## src/hdl/l2_tag_pkg.sv

```systemverilog
// L2 tag directory definitions
`default_nettype none

package l2_tag_pkg;

  localparam int num_ways  = 4;
  localparam int way_bits  = $clog2(num_ways);
  localparam int set_bits  = 8;
  localparam int num_sets  = 1 << set_bits;
  localparam int line_bits = 32;
  // Line bit 0 picks the bank, the next set_bits bits index it.
  localparam int tag_bits  = line_bits - set_bits - 1;

  localparam int          lfsr_bits = 16;
  localparam logic [15:0] lfsr_seed = 16'hf0fe;
  // Taps 16, 14, 13 and 11, right-shifting Galois form.
  localparam logic [15:0] lfsr_taps = 16'hb400;

  typedef logic [line_bits-1:0] line_addr_t;

  typedef struct packed {
    logic [tag_bits-1:0] tag;
    logic                valid;
    logic                excl;
    logic                dirty;
  } tag_entry_t;

  typedef enum logic [1:0] {
    op_lookup = 2'd0,
    op_write  = 2'd1,
    op_fill   = 2'd2,
    op_inval  = 2'd3
  } cmd_op_e;

  typedef struct packed {
    cmd_op_e    op;
    line_addr_t line;
    logic       split;
    logic       excl;
  } cmd_t;

  typedef struct packed {
    logic                hit_even;
    logic                hit_odd;
    logic                valid_tgt;
    logic                excl;
    logic                dirty;
    logic [tag_bits-1:0] victim_tag;
  } way_probe_t;

  typedef struct packed {
    logic hit_even;
    logic hit_odd;
    logic excl;
    logic dirty;
  } rsp_t;

  typedef struct packed {
    line_addr_t line;
    logic       dirty;
  } evict_t;

  function automatic logic [tag_bits-1:0] line_tag(line_addr_t line);
    return line[line_bits-1:set_bits+1];
  endfunction

  function automatic logic [set_bits-1:0] line_index(line_addr_t line);
    return line[set_bits:1];
  endfunction

  // Line that lands in the given bank, either the line itself or the next one.
  function automatic line_addr_t bank_line(line_addr_t line, logic odd);
    return (line[0] == odd) ? line : line + 1'b1;
  endfunction

endpackage

`default_nettype wire
```

## src/hdl/tag_init.sv

```systemverilog
// Post-reset tag clear sweep
`timescale 1ns/10ps
`default_nettype none

module tag_init (
  input  wire logic                            clk,
  input  wire logic                            rst,
  output logic                                 clr_en,
  output logic [l2_tag_pkg::set_bits-1:0]      clr_index,
  output logic                                 ready
);
  import l2_tag_pkg::*;

  logic [set_bits-1:0] count;
  logic                done;

  // One pass over every index, then stay idle until the next reset.
  always_ff @(posedge clk) begin
    if (rst) begin
      count <= '0;
      done  <= 1'b0;
    end else if (!done) begin
      count <= count + 1'b1;
      if (count == set_bits'(num_sets - 1)) begin
        done <= 1'b1;
      end
    end
  end

  assign clr_en    = !done;
  assign clr_index = count;
  assign ready     = done;

endmodule

`default_nettype wire

```

## config.mk

```make
export PLATFORM = sky130hd
export DESIGN_NAME = tag_init
export DESIGN_NICKNAME = d
export VERILOG_FILES = /design/src/hdl/l2_tag_pkg.sv /design/src/hdl/tag_init.sv
export SDC_FILE = /design/constraint.sdc
export NUM_CORES = 1
export LEC_CHECK = 0
export ABC_AREA = 1
export BUFFER_PORTS_ARGS = -buffer_cell sky130_fd_sc_hd__buf_2
export CORE_MARGIN = 2
export CORE_UTILIZATION = 30
export DETAILED_ROUTE_END_ITERATION = 16
export GPL_TIMING_DRIVEN = 0
export MAX_ROUTING_LAYER = met4
export PLACE_DENSITY = 0.6
export SETUP_SLACK_MARGIN = 0.02
export SYNTH_ARGS = -nofsm -noshare
export SYNTH_HDL_FRONTEND = slang
export SYNTH_SLANG_ARGS = --single-unit
export TNS_END_PERCENT = 100
```

## constraint.sdc

```tcl
create_clock -name clk -period 3 [get_ports clk]
set_input_delay 0.15 -clock clk [delete_from_list [all_inputs] [get_ports clk]]
set_output_delay 0.15 -clock clk [all_outputs]
set_load 0.1 [all_outputs]
```

======== Yosys cells after proc, flatten, opt, wreduce, memory -nomap -nowiden ========
Index checks and enable logic that the tools add are counted.
cells by class
  $add $sub $neg .......................... 1
  equality and inequality tests ........... 1
  muxes and demuxes ....................... 2
  reductions and logical operators ........ 1
operator list
  operator             count
  $add 8x1->8 const B  1
  $eq 8x8->1 const B   1
  $mux 1               2
  $logic_not 1->1      1
storage, ports and cells
  flip-flop bits (word level) ............. 9
  input bits .............................. 2
  output and inout bits ................... 10

======== Longest topological paths before layout ========
  depth in word-level cells ............... 3
  gate-level depth with buffers ........... 7

======== Worst setup path before layout ========
No wires, ideal clock.
  path kind ............................... flip-flop to flip-flop
  start point ............................. register count[0], in the netlist clr_index[0]
  end point ............................... register count[4], in the netlist clr_index[4]
  setup time .............................. 117 ps
  arrival time ............................ 1787 ps
  slack ................................... 1096 ps
  stages on the path, launching flop included .. 7
  path buffers ............................ 0
  period minus slack after synthesis ...... 1904 ps
  cells stage by stage .................... dfxtp_1 -> ha_1 -> inv_1 -> nor3_2 -> nand2_1 -> nand2_1 -> nor2_1
on the way
  longest elaborated chain between the ends .. 1
RTL lines
  element                   line            RTL
  start: declaration        tag_init.sv:14  logic [set_bits-1:0] count;
  start signal: assignment  tag_init.sv:23  count <= count + 1'b1;
  $add 8x1->8               tag_init.sv:23
Every way passes these cells.
A chain may end at the register's enable or synchronous reset.

======== Final worst setup path ========
  start point ............................. register count[3], in the netlist clr_index[3]
  end point ............................... output port clr_index[3] in the netlist's numbering
RTL lines
  element           line           RTL
  end: declaration  tag_init.sv:9  output logic [l2_tag_pkg::set_bits-1:0] clr_index,
No word-level cell between the ends.

==> impl_results.md <==
- Wire per inst: 9.63 µm
- Most used routing layer in global routing: met1
- Crit share post-route: 0.445
- Mux contribution to synthesized area: 0
- Final setup TNS: 0 ns
- Fin cells: 90
- GR Util met2: 0.138
- CTS Hold Bufs: 0
- Initial Util: 0.326
- Post-synth top cells: nand2_1 (11), nor2_1 (11), dfxtp_1 (9), inv_1 (9)
- Max frequency: 749 MHz
- Pwr Density: 492 nW/µm²
- Post-Syn Nets: 63
- Synth-to-Final Area Change: 23.0%
- Antenna diodes: 0
- Postcts setup bufs: 0
- Fin crit period: 1.33 ns
- WL final: 867 µm
- Cts bufs inserted: 3
- Post-place setup slack: 1.74 ns
- Setup Skew: 0.00402 ns
- CP delay by family, top: buffers and inverters
- Worst-skew pair later-pin latency: 0.26 ns
- Pleak: 0.000248 µW
- Critical-path top delay cell: buf_2
- Core area: 1330 µm²
- Hold Crit Class: in -> reg
- Worst path required time: 2.85 ns
- GR Layer Usage met3: 0.0259
- Die height: 42.1 µm
- Drt first-iter violations: 13
- Clock Path Buffers: 2
- Port Buf Inserts: 11
- Async S/R FF share, synth: 0
- Outcome: finished clean
- Crit end category: primary output
- Met1 GRT Util: 0.151
- GRT Overall Usage: 0.107
- Worst path max stage delay: 0.48 ns
- DRC viols: 0
- Row cnt: 13
- Critical path class: reg -> out
- R2R Path Start: clr_index[0]
- MaxCap Viol Count: 0
- Largest family of logic cells by synthesized area: simple AND/OR/NAND/NOR gates
- CP Cell Sequence: buf_2
- CTS resizes: 0
- Post-synth design cell area: 435 µm²
- Gr ovfl total: 0
- Die area: 1770 µm²
- Cell count after synthesis: 60
- Worst r2r path cells: 6
- RD Place Congestion: 0.768
- TritonCTS clock tree: yes
- Max FO, Critical Path: 7
- XOR/XNOR Fraction of Synth Area: 0
- Synth area leaders: dfxtp_1 (41%), nand2_1 (9.5%), nor2_1 (9.5%)
- Layout net count: 79
- R2R setup slack: 1.71 ns
- Vias post-DR: 406
- Hold Vio Cnt, Final: 0
- Final setup fails: 0
- Flops & latches, synth: 9
- Largest net degree at the start of global routing: 8
- Root buffer cell: clkbuf_4
- Worst Setup EP: clr_index[3]
- Least-Margin Pin Slew: 0.489 ns
- Synth Warn #: 0
- Share of cells above drive strength 1: 0.307
- Post-synthesis sequential area ratio: 0.414
- EDFF count, synth: 0
- Critical Path Start: clr_index[3]
- Inst Count DP: 86
- First-pass GRT wire length: 1440 µm
- Setup crit start kind: flop
- Antenna violations before repair: 0
- Pre-Repair DR Iteration Count: 2
- Hold WS: 0.105 ns
- Max-slew headroom: 0.676
- H-tree depth: 1
- Dominant cell type by area after synthesis: dfxtp_1
- Worst reg2reg endpoint: clr_index[4]
- VDD IR max: 209 µV
- Post-route ant nets: 0
- Slew Limit Fails: 0
- Crit path buf inv count: 1
- Vias per cell: 4.51
- Main synth FF type: dfxtp_1
- Clk slew on worst S/H paths: 0.07 ns
- Avg Synthesized Cell Area: 7.26 µm²
- RSZ-0062 raised after global routing: false
- Die X: 42.1 µm
- Synth top area share: 0.414
- Crit path depth: 1
- Detail Placement HPWL: 650 µm
- Vias in the first global route: 330
- I/O Pins: 12
- Complex-gate fraction of the synthesized area: 0.0460
- Adder-cell area share of the yosys netlist: 0.0287
- Worst path arrival time: 1.18 ns
- Synth cell types: 17
- Sink Count: 9
- Setup ws final: 1.67 ns
- Simple-gate share of the synthesized area: 0.420
## routing by layer
layer,share of wire,vias up
li1,-,216
met1,0.55,182
met2,0.40,6
met3,0.031,2
met4,0.016,0
met5,0,-
## cell usage in the layout (no fill, tap or decap)
master and count:
a21oi_1 3, and3_2 1, buf_2 11, clkbuf_1 1
clkbuf_4 3, dfxtp_1 9, ha_1 1, inv_1 9
inv_4 1, nand2_1 11, nand2_2 2, nand2_4 1
nand3_1 3, nand4_1 1, nor2_1 11, nor2_2 1
nor2_4 1, nor3_1 2, nor3_2 2, o21ai_0 1
## area by class of cell
| class | instances | area [µm²] |
|---|---|---|
| Tap cell | 15 | 18.8 |
| Timing Repair Buffer | 11 | 55.1 |
| Sequential cell | 9 | 180 |
| Inverter | 10 | 40.0 |
| Clock buffer | 4 | 26.3 |
| Fill cell | 155 | 798 |
| Multi-Input combinational cell | 41 | 215 |
## worst min path at each step
stage          start  endpoint  slack, ns  depth (start not counted)
2_1_floorplan    rst     ready       0.22                          1
3_3_place_gp     rst     ready       0.37                          2
3_5_place_dp     rst     ready       0.37                          2
4_1_cts          rst     ready        0.1                          2
5_1_grt          rst     ready       0.11                          2
6_report         rst     ready       0.11                          2
## power breakdown
group / internal, µW / switching, µW / leakage (µW)
logic: 7.21 / 34.3 / 0.000160
registers: 123 / 4.69 / 0.0000731
clock network: 51.2 / 42.8 / 0.0000150
total: 181 / 81.8 / 0.000248
## state kept, by name (all words and copies together) (netlist names)
name and count:
clr_index 8, ready 1
## through the flow
stage / power (µW) / instance area (µm²) / utilization
after global placement: 171 / 509 / 0.382
after detailed placement: 172 / 509 / 0.382
after global routing: 278 / 536 / 0.402
after floorplan: 165 / 435 / -
after CTS: 269 / 536 / 0.402
final: 263 / 536 / 0.402
## cell families after synthesis
kind of cell             Yosys count
AO/OA/AOI/OAI                      4
adder cells (fa/ha/maj)            1
buffers and inverters             10
flip-flops                         9
AND/OR/NAND/NOR                   36
Power figures use the tool's default switching activity.
