===== config.mk =====
export PLATFORM = sky130hd
export DESIGN_NAME = tag_resolve
export DESIGN_NICKNAME = d
export VERILOG_FILES = /design/src/hdl/l2_tag_pkg.sv /design/src/hdl/tag_resolve.sv
export SDC_FILE = /design/constraint.sdc
export NUM_CORES = 1
export LEC_CHECK = 0
export ABC_AREA = 1
export CAP_MARGIN = 10
export CORE_MARGIN = 2
export CORE_UTILIZATION = 49
export CTS_BUF_LIST = sky130_fd_sc_hd__clkbuf_4 sky130_fd_sc_hd__clkbuf_8
export CTS_CLUSTER_DIAMETER = 120
export DETAILED_ROUTE_END_ITERATION = 16
export DONT_BUFFER_PORTS = 1
export GPL_TIMING_DRIVEN = 0
export HOLD_SLACK_MARGIN = 0.12
export PLACE_DENSITY_LB_ADDON = 0.2
export SKIP_LAST_GASP = 1
export SYNTH_ARGS = -nofsm -noshare
export SYNTH_HDL_FRONTEND = slang
export SYNTH_SLANG_ARGS = --single-unit

===== constraint.sdc =====
create_clock -name clk -period 3.5 [get_ports clk]
set_input_delay 0.175 -clock clk [delete_from_list [all_inputs] [get_ports clk]]
set_output_delay 0.175 -clock clk [all_outputs]
set_load 0.02 [all_outputs]

===== src/hdl/l2_tag_pkg.sv =====
// L2 tag directory definitions
`default_nettype none

package l2_tag_pkg;

  localparam int num_ways  = 4;
  localparam int way_bits  = $clog2(num_ways);
  localparam int set_bits  = 8;
  localparam int num_sets  = 1 << set_bits;
  localparam int line_bits = 32;
  // Line bit 0 picks the bank, the next set_bits bits index it.
  localparam int tag_bits  = line_bits - set_bits - 1;

  localparam int          lfsr_bits = 16;
  localparam logic [15:0] lfsr_seed = 16'hf0fe;
  // Taps 16, 14, 13 and 11, right-shifting Galois form.
  localparam logic [15:0] lfsr_taps = 16'hb400;

  typedef logic [line_bits-1:0] line_addr_t;

  typedef struct packed {
    logic [tag_bits-1:0] tag;
    logic                valid;
    logic                excl;
    logic                dirty;
  } tag_entry_t;

  typedef enum logic [1:0] {
    op_lookup = 2'd0,
    op_write  = 2'd1,
    op_fill   = 2'd2,
    op_inval  = 2'd3
  } cmd_op_e;

  typedef struct packed {
    cmd_op_e    op;
    line_addr_t line;
    logic       split;
    logic       excl;
  } cmd_t;

  typedef struct packed {
    logic                hit_even;
    logic                hit_odd;
    logic                valid_tgt;
    logic                excl;
    logic                dirty;
    logic [tag_bits-1:0] victim_tag;
  } way_probe_t;

  typedef struct packed {
    logic hit_even;
    logic hit_odd;
    logic excl;
    logic dirty;
  } rsp_t;

  typedef struct packed {
    line_addr_t line;
    logic       dirty;
  } evict_t;

  function automatic logic [tag_bits-1:0] line_tag(line_addr_t line);
    return line[line_bits-1:set_bits+1];
  endfunction

  function automatic logic [set_bits-1:0] line_index(line_addr_t line);
    return line[set_bits:1];
  endfunction

  // Line that lands in the given bank, either the line itself or the next one.
  function automatic line_addr_t bank_line(line_addr_t line, logic odd);
    return (line[0] == odd) ? line : line + 1'b1;
  endfunction

endpackage

`default_nettype wire

===== src/hdl/tag_resolve.sv =====
// Way merge, victim choice and evict report
`timescale 1ns/10ps
`default_nettype none

module tag_resolve (
  input  wire logic                              clk,
  input  wire logic                              rst,
  input  wire logic                              cmd_valid,
  input  wire l2_tag_pkg::cmd_t                  cmd,
  input  wire l2_tag_pkg::way_probe_t            probes [l2_tag_pkg::num_ways],
  output logic [l2_tag_pkg::num_ways-1:0]        fill_sel,
  output logic                                   rsp_valid,
  output l2_tag_pkg::rsp_t                       rsp,
  output logic                                   evict_valid,
  output l2_tag_pkg::evict_t                     evict
);
  import l2_tag_pkg::*;

  logic                s1_valid;
  cmd_op_e             s1_op;
  line_addr_t          s1_line;
  logic [lfsr_bits-1:0] lfsr;
  logic [num_ways-1:0] tgt_hit;
  logic [way_bits-1:0] hit_way;
  logic [way_bits-1:0] victim;
  logic [way_bits-1:0] sel_way;
  logic                any_free;
  logic                is_fill;
  logic                is_inval;

  always_ff @(posedge clk) begin
    if (rst) begin
      s1_valid <= 1'b0;
    end else begin
      s1_valid <= cmd_valid;
    end
  end

  always_ff @(posedge clk) begin
    if (cmd_valid) begin
      s1_op   <= cmd.op;
      s1_line <= cmd.line;
    end
  end

  assign is_fill  = s1_valid && (s1_op == op_fill);
  assign is_inval = s1_valid && (s1_op == op_inval);

  // Scan from the top so the lowest way wins.
  always_comb begin
    victim   = lfsr[way_bits-1:0];
    any_free = 1'b0;
    hit_way  = '0;
    for (int w = num_ways - 1; w >= 0; w--) begin
      tgt_hit[w] = s1_line[0] ? probes[w].hit_odd : probes[w].hit_even;
      if (!probes[w].valid_tgt) begin
        victim   = way_bits'(w);
        any_free = 1'b1;
      end
      if (tgt_hit[w]) begin
        hit_way = way_bits'(w);
      end
    end
  end

  //////////////////////////////
  // Response
  //////////////////////////////

  assign rsp_valid = s1_valid && ((s1_op == op_lookup) || (s1_op == op_write));

  always_comb begin
    rsp.hit_even = 1'b0;
    rsp.hit_odd  = 1'b0;
    for (int w = 0; w < num_ways; w++) begin
      rsp.hit_even = rsp.hit_even | probes[w].hit_even;
      rsp.hit_odd  = rsp.hit_odd | probes[w].hit_odd;
    end
    rsp.excl  = (|tgt_hit) & probes[hit_way].excl;
    rsp.dirty = (|tgt_hit) & probes[hit_way].dirty;
  end

  //////////////////////////////
  // Fill victim and evict
  //////////////////////////////

  assign fill_sel = is_fill ? (num_ways'(1) << victim) : '0;
  assign sel_way  = is_fill ? victim : hit_way;

  assign evict_valid = (is_fill && probes[victim].valid_tgt) || (is_inval && (|tgt_hit));
  assign evict.line  = {probes[sel_way].victim_tag, s1_line[set_bits:0]};
  assign evict.dirty = probes[sel_way].dirty;

  // Steps only when a fill finds the set full.
  always_ff @(posedge clk) begin
    if (rst) begin
      lfsr <= lfsr_seed;
    end else if (is_fill && !any_free) begin
      lfsr <= {1'b0, lfsr[lfsr_bits-1:1]} ^ (lfsr[0] ? lfsr_taps : '0);
    end
  end

endmodule

`default_nettype wire


* Word level (Yosys, flattened, before mapping) *
Index checks and enable logic that the tools add are counted.

word-level totals
  output and inout bits = 43
  logic and storage cells = 62
  input port bits = 151
  register bits after elaboration = 28

cells by class
  reduce and logical (&&, ||, !) cells = 11
  bitwise operators = 12
  $lt $le $gt $ge = 3
  equality and inequality tests = 3
  shift operators = 1
  muxes and demuxes = 28

operators with widths
  cell                   number
  $bmux W28 S2           3
  $mux W26               2
  $mux W25               2
  $mux W24               2
  $mux W2                9
  $mux W16               1
  $xor A15 B16 Y16       1
  $ge A3 B3 Y1 const B   3
  $not A2 Y3             3
  $mux W1                8
  $logic_and A1 B1 Y1    6
  $or A1 B1 Y1           6
  $eq A2 B2 Y1 const B   2
  $mux W4                1
  $reduce_or A4 Y1       1
  $shl A1 B2 Y4 const A  1
  $and A1 B1 Y1          2
  $eq A2 B1 Y1 const B   1
  $logic_not A2 Y1       1
  $logic_or A1 B1 Y1     2
  $logic_not A1 Y1       1

* Logic depth before layout (Yosys ltp) *
Gate-level depths: netlist of the first run.

  depth in word-level cells = 10
  depth in mapped cells = 14
  depth with buffers taken out = 11

* Least setup slack after synthesis of the first run *
No wires, ideal clock.

  path type = reg-to-output
  from = reg s1_line[0]
  to = out evict[0] in the netlist's numbering
  cell stages (with the launch flop) = 15
  path buffers = 3
  path slack = 1.561 ns
  required time = 3.325 ns
  arrival time = 1.764 ns
  path through = edfxtp_1 buf_4 inv_1 nand2_1 nand2_1 nand2_1 nand2_2 nand2_2 nand2_2 nand2_1 buf_6 buf_6 nand2_1 nand3_1 nand2_1

RTL lines
  item                      RTL line           text
  start: declaration        tag_resolve.sv:21  line_addr_t s1_line;
  start signal: assignment  tag_resolve.sv:42  s1_line <= cmd.line;
  end: declaration          tag_resolve.sv:15  output l2_tag_pkg::evict_t evict

==> results of run 1 <==
-- what timing repair did --
action,CTS,global route
buffers inserted,0,0
hold buffers,14,0
endpoints found under the hold margin,29,0
-- cells in the mapped netlist --
master,count
o21ai_0,11
a21oi_1,8
clkbuf_1,4
nor2_1,13
dfxtp_1,17
or4_1,1
o211ai_1,8
inv_1,114
nand2_2,3
a31oi_1,1
nand3b_1,2
o21a_1,1
nand4_1,1
buf_6,3
xor2_1,1
buf_1,2
or2_2,1
nor3_4,1
clkinv_1,1
xnor2_1,2
inv_2,3
nand3_1,106
o21ai_2,2
nand2_1,109
edfxtp_1,11
buf_4,5
buf_2,9
o21ai_1,1
-- state kept, by name, summed over array words and instances, names as in the netlist --
| name | cells |
|---|---|
| s1_op | 2 |
| lfsr | 16 |
| s1_valid | 1 |
| s1_line | 9 |
-- worst max path at each step --
stage	from	cells past startpoint	slack, ps	end
CTS	s1_line[0]	9	800	evict[0]
detailed placement	s1_line[0]	9	1110	evict[0]
finish	s1_line[0]	9	800	evict[0]
global route	s1_line[0]	9	590	evict[0]
floorplan	s1_line[0]	14	1560	evict[0]
global placement	s1_line[0]	9	1190	evict[0]
-- critical path: stages, from the launching register on --
cell,delay (ps)
edfxtp_1,500
buf_4,210
nand2_1,80
o21ai_0,80
nor2_1,150
o21ai_0,240
o21ai_2,350
buf_2,300
nand3_1,110
nand2_1,220
-- routing by layer --
layer  up-vias  GRT usage, %  wire (um)
met4         0          6.04        115
met1      1190          27.5       2830
met5         -             0          0
met2       123          41.1       3500
met3        10          3.84        570
li1       1390             -          -
-- area by class of cell --
class | instances | area, sq um
fill | 544 | 2240
multi-input combinational | 272 | 1280
inverter | 118 | 443
buffer | 23 | 139
clock buffer | 3 | 41.3
sequential | 28 | 671
timing repair buffer | 14 | 140
tap | 70 | 87.6
clock inverter | 1 | 3.75
-- logic make-up after synthesis --
family          Yosys count  share of synthesized area, %
flops                    28                          26.5
buf+inv                 141                          23.0
xor+xnor                  3                          1.04
compound gates           32                          7.57
simple gates            237                          41.9
-- metrics by stage --
step	worst slack (ps)	hold slack [ps]	area, sq um	power [mW]	cells
global placement	1190	253	2620	0.774	511
detailed placement	1110	251	2620	0.778	511
finish	801	242	2800	0.959	529
global route	587	245	2800	1.03	529
floorplan	1560	246	2530	0.710	441
CTS	796	236	2800	0.967	529
-- power breakdown --
group	internal [mW]	switching [mW]	total [mW]
registers	0.352	0.0168	0.369
clock network	0.0786	0.0940	0.173
logic	0.123	0.294	0.417
==> metrics, run 1 <==
fraction of layout instances using a drive strength above 1=under 10%; min-delay src=probes[109]; antenna violations before repair=0; nets@finish=around 610; Resize count post-CTS=0; Max clock buf depth=2; core area=5040 sq um; Final min period=~2700 ps; synth warn=0; area grow syn2layout=10.8%; Clock Skews=around 3.3 ps; Synth Net Count=around 590; via count=approximately 2700; final hold vios=0; DR WL/cell=about 13 um; CP Max Fanout=10; Synth Instances=roughly 440; total CTS buffers=3; CTS root buffer=clkbuf_8; Synth area leader=nand3_1; R2R Path End=lfsr[7]; Yosys top cell area share=between 20% and 30%; largest net degree at the start of global routing=16; clock sink count=28; DRC=0; row count=26; CP Class=reg -> out; clock-pin slew on the worst setup and hold paths=around 90 ps; final setup violation count=0; Critical Path End Type=output port; Worst EP required=roughly 3300 ps; CTS tree=yes; register-to-register setup slack=1840 ps; final core occ=55.6%; status=complete, no violations; DR pass1 iterations=4; most common cell after layout, fill and taps aside=inv_1; worst hold stages=3; number of global-route vias before repair=2259; Mapped Avg Cell Area=between 5 and 6 sq um; cells taking the most area after synthesis=nand3_1 (21%), inv_1 (17%), nand2_1 (16%); register bit total from synthesis=28; DRT iter0 DRCs=approximately 80; startpoint types=flop; antenna cells=0; Detail Placement HPWL=5470 um; R2R cell count=5; crit share post-route=between 70% and 80%; GRT Resource Usage Total=22.7%; GPL Wtd Cong=about 0.77; worst min-delay path endpoint=lfsr[1]; start of the worst register-to-register path=s1_op[0]; H-tree Lvls=1; Syn Std Cell Area=2530 sq um; Seq/Total Area, Yosys=between 20% and 30%; unrepaired setup endpoints after global routing=no; initial core utilization=between 50 and 60%; worst rel slew slack=between 50% and 60%; Hold Crit Class=in -> reg; # port buffers=0; leading cell types in the layout, fill and taps excluded=inv_1 (114), nand2_1 (109), nand3_1 (106); post-route ant nets=0; TNS Setup=0 ps; I/O pin total=around 190; Worst-Skew Late Latency=approximately 270 ps; die width=between 70 and 80 um; Max Fclk=371 MHz; drt via density=approximately 5.1; Critical Path AT=roughly 2500 ps; pin slew with the least headroom to its limit=roughly 700 ps; first-pass GRT wire length=just over 10000 um; die area=about 5800 sq um; max-cap check violation count=0; Die H=75.8 um; VDD IR max=between 0.2 and 0.25 mV; Yosys cell types=28; drt total wl=between 7000 and 8000 um; Remaining Overflow, GRT=0; PD cells=around 340 nW/um^2; Leak Pwr=1.66 nW; Final Slew Violations=0
No activity file was read; power rests on OpenSTA's default activity.
==> run 2, diff against run 1 <==
==> constraint.sdc (replaced) <==
create_clock -name clk -period 2.4 [get_ports clk]
set_input_delay 0.12 -clock clk [delete_from_list [all_inputs] [get_ports clk]]
set_output_delay 0.12 -clock clk [all_outputs]
set_load 0.02 [all_outputs]
==> run 2 against run 1 <==
Effect of this change:
- clock-buffer cell count unchanged
- sequential power up 46%
- hold slack worse by 61 ps
- sequential share of layout area down 1.4 points
- final cell count up 1.5%
- critical path depth up 5
- largest power group unchanged
==> metrics, run 2 (synthesis results as in run 1) <==
H-tree Lvls=1; fraction of layout instances using a drive strength above 1=between 10 and 15%; crit path cell chain=buf_6, inv_1, nand2_1, nand2_2, nand2_1, nand2_2, nand2_4, nand2_4, nand2_2, buf_6, buf_6, nand2_1, nand3_2, nand2_2; final core occ=58.9%; largest registers=lfsr x16, s1_line x9, s1_op x2; non-filler instance count after layout=537; Critical Path AT=around 2200 ps; pin slew with the least headroom to its limit=701 ps; final setup violation count=0; max FFs per register=16; die area=5750 sq um; DR WL/cell=13.5 um; nets@finish=between 600 and 700; crit share post-route=95.7%; via count=between 2000 and 3000; max-cap check violation count=0; register-to-register setup slack=around 740 ps; Die H=roughly 76 um; Slowest cell on crit path=edfxtp_1; drt total wl=between 7000 and 8000 um; Max Fclk=around 440 MHz; VDD IR max=approximately 0.3 mV; die width=roughly 76 um; worst hold stages=3; Leak Pwr=1.72 nW; Worst EP required=~2300 ps; DRT iter0 DRCs=about 100; initial core utilization=about 50%; first-pass GRT wire length=10100 um; final worst slack=approximately 100 ps; CTS root buffer=clkbuf_8; largest register by flop count=lfsr; R2R cell count=7; Remaining Overflow, GRT=0; startpoint types=flop; CP Class=reg -> out; PD cells=around 500 nW/um^2; pre-CTS WS=66.8 ps; most common cell after layout, fill and taps aside=inv_1; DR pass1 iterations=4; drt via density=about 5.1; post-route ant nets=0; CTS tree=yes; largest net degree at the start of global routing=16; Final Slew Violations=0; final hold vios=0; leading cell types in the layout, fill and taps excluded=inv_1 (114), nand3_1 (104), nand2_1 (87); clock sink count=28; # port buffers=0; antenna violations before repair=0; GRT Resource Usage Total=~23%; Worst-Skew Late Latency=roughly 270 ps; total CTS buffers=3; CP Max Fanout=10; area grow syn2layout=17.5%; final hold slack=180 ps; placed insts=about 510; Max clock buf depth=2; Hold Crit Class=in -> reg; core area=slightly above 5000 sq um; number of global-route vias before repair=between 2000 and 2500; I/O pin total=194; status=complete, no violations; row count=26; Clock Skews=1.53 ps; DRC=0; antenna cells=0; worst rel slew slack=a little over half; TNS Setup=0 ps; clock-pin slew on the worst setup and hold paths=90 ps; GPL Wtd Cong=0.774; Detail Placement HPWL=roughly 5500 um; Final min period=~2300 ps; Max stage delay on crit path=520 ps; Critical Path End Type=output port; most used cell, CP=nand2_2
run 2: critical path: cells and delay by family, from the launching register on:
kind,cells,cell delay [ps]
buffers and inverters,4,520
flip-flops,1,520
AND/OR/NAND/NOR,10,860
run 2: power breakdown:
part           leakage, nW  switching, mW  internal [mW]
registers            0.245         0.0253          0.513
clock network       0.0231          0.138          0.115
logic                 1.45          0.464          0.228
total                 1.72          0.627          0.856
run 2: path summary, 6_finish.rpt:
check / start / end
max: s1_line[0] / evict[0]
max reg2reg: s1_op[0] / lfsr[10]
min reg2reg: lfsr[10] / lfsr[10]
min: probes[109] / lfsr[3]
run 2: repair_timing:
item                                    in CTS  in global routing
gates cloned                                 0                  1
setup buffers                                1                  6
resized for setup                           14                 26
pin swaps                                    1                  8
hold buffers                                14                  0
endpoints found under the setup margin      20                 24
hold endpoints to repair                    29                  0
run 2: area by class of cell:
class | instances | area [sq um]
tap | 70 | 87.6
fill | 537 | 2070
inverter | 118 | 443
timing repair buffer | 22 | 198
buffer | 23 | 169
clock buffer | 3 | 41.3
multi-input combinational | 272 | 1360
sequential | 28 | 671
clock inverter | 1 | 3.75
run 2: stage by stage:
step | power [mW] | cell area (sq um)
final | 1.48 | 2970
after global routing | 1.59 | 2970
after CTS | 1.43 | 2840
after detailed placement | 1.13 | 2620
after global placement | 1.13 | 2620
after floorplan | 1.04 | 2530
run 2: routing by layer:
metal / share of wire [%] / GRT usage (%) / vias up
li1: - / - / 1408
met1: 41 / 27.7 / 1231
met2: 51 / 41.4 / 106
met3: 6.5 / 3.84 / 6
met4: 1.2 / 5.46 / 0
met5: 0 / 0 / -
==> run 3, diff against run 2 <==
--- a/config.mk
+++ b/config.mk
@@ -7,6 +7,7 @@
 export LEC_CHECK = 0
 export ABC_AREA = 1
 export CAP_MARGIN = 10
+export CORE_ASPECT_RATIO = 0.75
 export CORE_MARGIN = 2
 export CORE_UTILIZATION = 49
 export CTS_BUF_LIST = sky130_fd_sc_hd__clkbuf_4 sky130_fd_sc_hd__clkbuf_8
==> run 3 against run 2 <==
Effect of this change:
- clock power rose by 16%
- final area rose by 2.6%
- flip-flop and latch count did not move
==> metrics, run 3 (synthesis results as in run 1) <==
post-route ant nets=0; H-tree Lvls=1; DR pass1 iterations=4; core area=~4900 sq um; non-filler instance count after layout=529; largest registers=lfsr x16, s1_line x9, s1_op x2; Critical Path End Type=output port; Detail Placement HPWL=roughly 5700 um; max FFs per register=16; worst rel slew slack=between 50% and 60%; Worst-Skew Late Latency=between 200 and 300 ps; TNS Setup=0 ps; antenna cells=0; Max Fclk=approximately 440 MHz; placed insts=501; Critical Path AT=between 2000 and 2500 ps; DR WL/cell=14.7 um; Die H=roughly 66 um; # fillers=slightly below 500; Final min period=about 2300 ps; GRT Resource Usage Total=around a quarter; die area=about 5800 sq um; initial core utilization=between 50% and 60%; CP Max Fanout=10; Max clock buf depth=2; PD cells=509 nW/um^2; final setup violation count=0; # port buffers=0; area grow syn2layout=20.5%; nets@finish=roughly 620; Worst EP required=2280 ps; CTS tree=yes; status=complete, no violations; Hold Crit Class=in -> reg; largest register by flop count=lfsr; final hold slack=195 ps; GPL Wtd Cong=between 0.7 and 0.8; drt total wl=just under 8000 um; final core occ=roughly three fifths; max-cap check violation count=0; die width=87.0 um; CTS root buffer=clkbuf_8; crit share post-route=a little over nine tenths; clock-pin slew on the worst setup and hold paths=about 90 ps; VDD IR max=between 0.3 and 0.4 mV; total CTS buffers=3; Leak Pwr=between 1.5 and 2 nW; DRC=0; Remaining Overflow, GRT=0; Final Slew Violations=0; fraction of layout instances using a drive strength above 1=between 10% and 20%; CP Class=reg -> out; pin slew with the least headroom to its limit=slightly below 700 ps; row count=22; leading cell types in the layout, fill and taps excluded=inv_1 (114), nand3_1 (102), nand2_1 (82); via count=2786; antenna violations before repair=0; clock sink count=28; Clock Skews=1.78 ps; I/O pin total=194; largest net degree at the start of global routing=16; number of global-route vias before repair=approximately 2300; startpoint types=flop; most common cell after layout, fill and taps aside=inv_1; drt via density=~5.3; first-pass GRT wire length=10900 um; DRT iter0 DRCs=~190; final hold vios=0; total power=between 1.5 and 2 mW
==> run 3: changes by cell type in the layout (fill, tap and decap cells not counted), moves of 2 or more <==
cell / delta
nand2_1: -5
nand2_2: +2
nand3_2: +2
nand3_1: -2
buf_4: -2
nand2_4: +3
buf_6: +3
==> run 3: area by class of cell <==
class / instances / area (sq um) / area share (%)
Timing Repair Buffer: 24 / 210 / 6.90
Buffer: 23 / 184 / 6.04
Clock buffer: 4 / 55.1 / 1.81
Sequential cell: 28 / 671 / 22.0
Inverter: 118 / 443 / 14.5
Tap cell: 60 / 75.1 / 2.46
Multi-Input combinational cell: 272 / 1410 / 46.2
==> run 3: through the flow <==
step	setup slack, ps	cell area [sq um]
2_1_floorplan	516	2530
3_3_place_gp	179	2600
3_5_place_dp	190	2600
4_1_cts	1.07	2840
5_1_grt	-54.0	3050
6_report	105	3050
==> run 3: worst max-delay path, stage by stage, from the launching register on <==
cell,delay [ps]
edfxtp_1,530
buf_6,180
inv_1,60
nand2_1,60
nand2_2,80
nand2_1,60
nand2_2,120
nand2_4,90
nand2_4,100
nand2_4,70
buf_6,140
buf_6,140
nand2_1,70
nand3_2,70
nand2_2,140
==> run 3: what timing repair did <==
action / 4_1_cts / 5_1_grt
cloned: 0 / 4
gates resized for setup: 11 / 49
hold endpoints to repair: 29 / 0
setup buffers: 2 / 4
pin swaps: 2 / 12
hold buffers: 14 / 0
setup endpoints to repair: 20 / 26
==> run 3: final timing paths <==
| path | end | depth (start not counted) | startpoint | slack (ps) |
|---|---|---|---|---|
| hold reg to reg | lfsr[10] | 2 | lfsr[10] | 450 |
| setup reg to reg | lfsr[0] | 7 | s1_op[0] | 600 |
| setup / recovery | evict[21] | 14 | s1_line[0] | 100 |
| hold / removal | lfsr[1] | 3 | probes[109] | 200 |
==> run 3: report_power, final <==
part | internal (mW) | switching [mW] | leakage (nW)
Combinational | 0.243 | 0.477 | 1.47
Sequential | 0.513 | 0.0251 | 0.245
Clock | 0.147 | 0.146 | 0.0288
==> run 3: per-layer routing <==
layer | share of wire, % | vias up | GRT usage [%]
met3 | 7.4 | 4 | 5.37
met4 | 0.27 | 0 | 1.76
met2 | 50 | 113 | 41.5
li1 | - | 1408 | -
met1 | 42 | 1261 | 31.7
met5 | 0 | - | 0
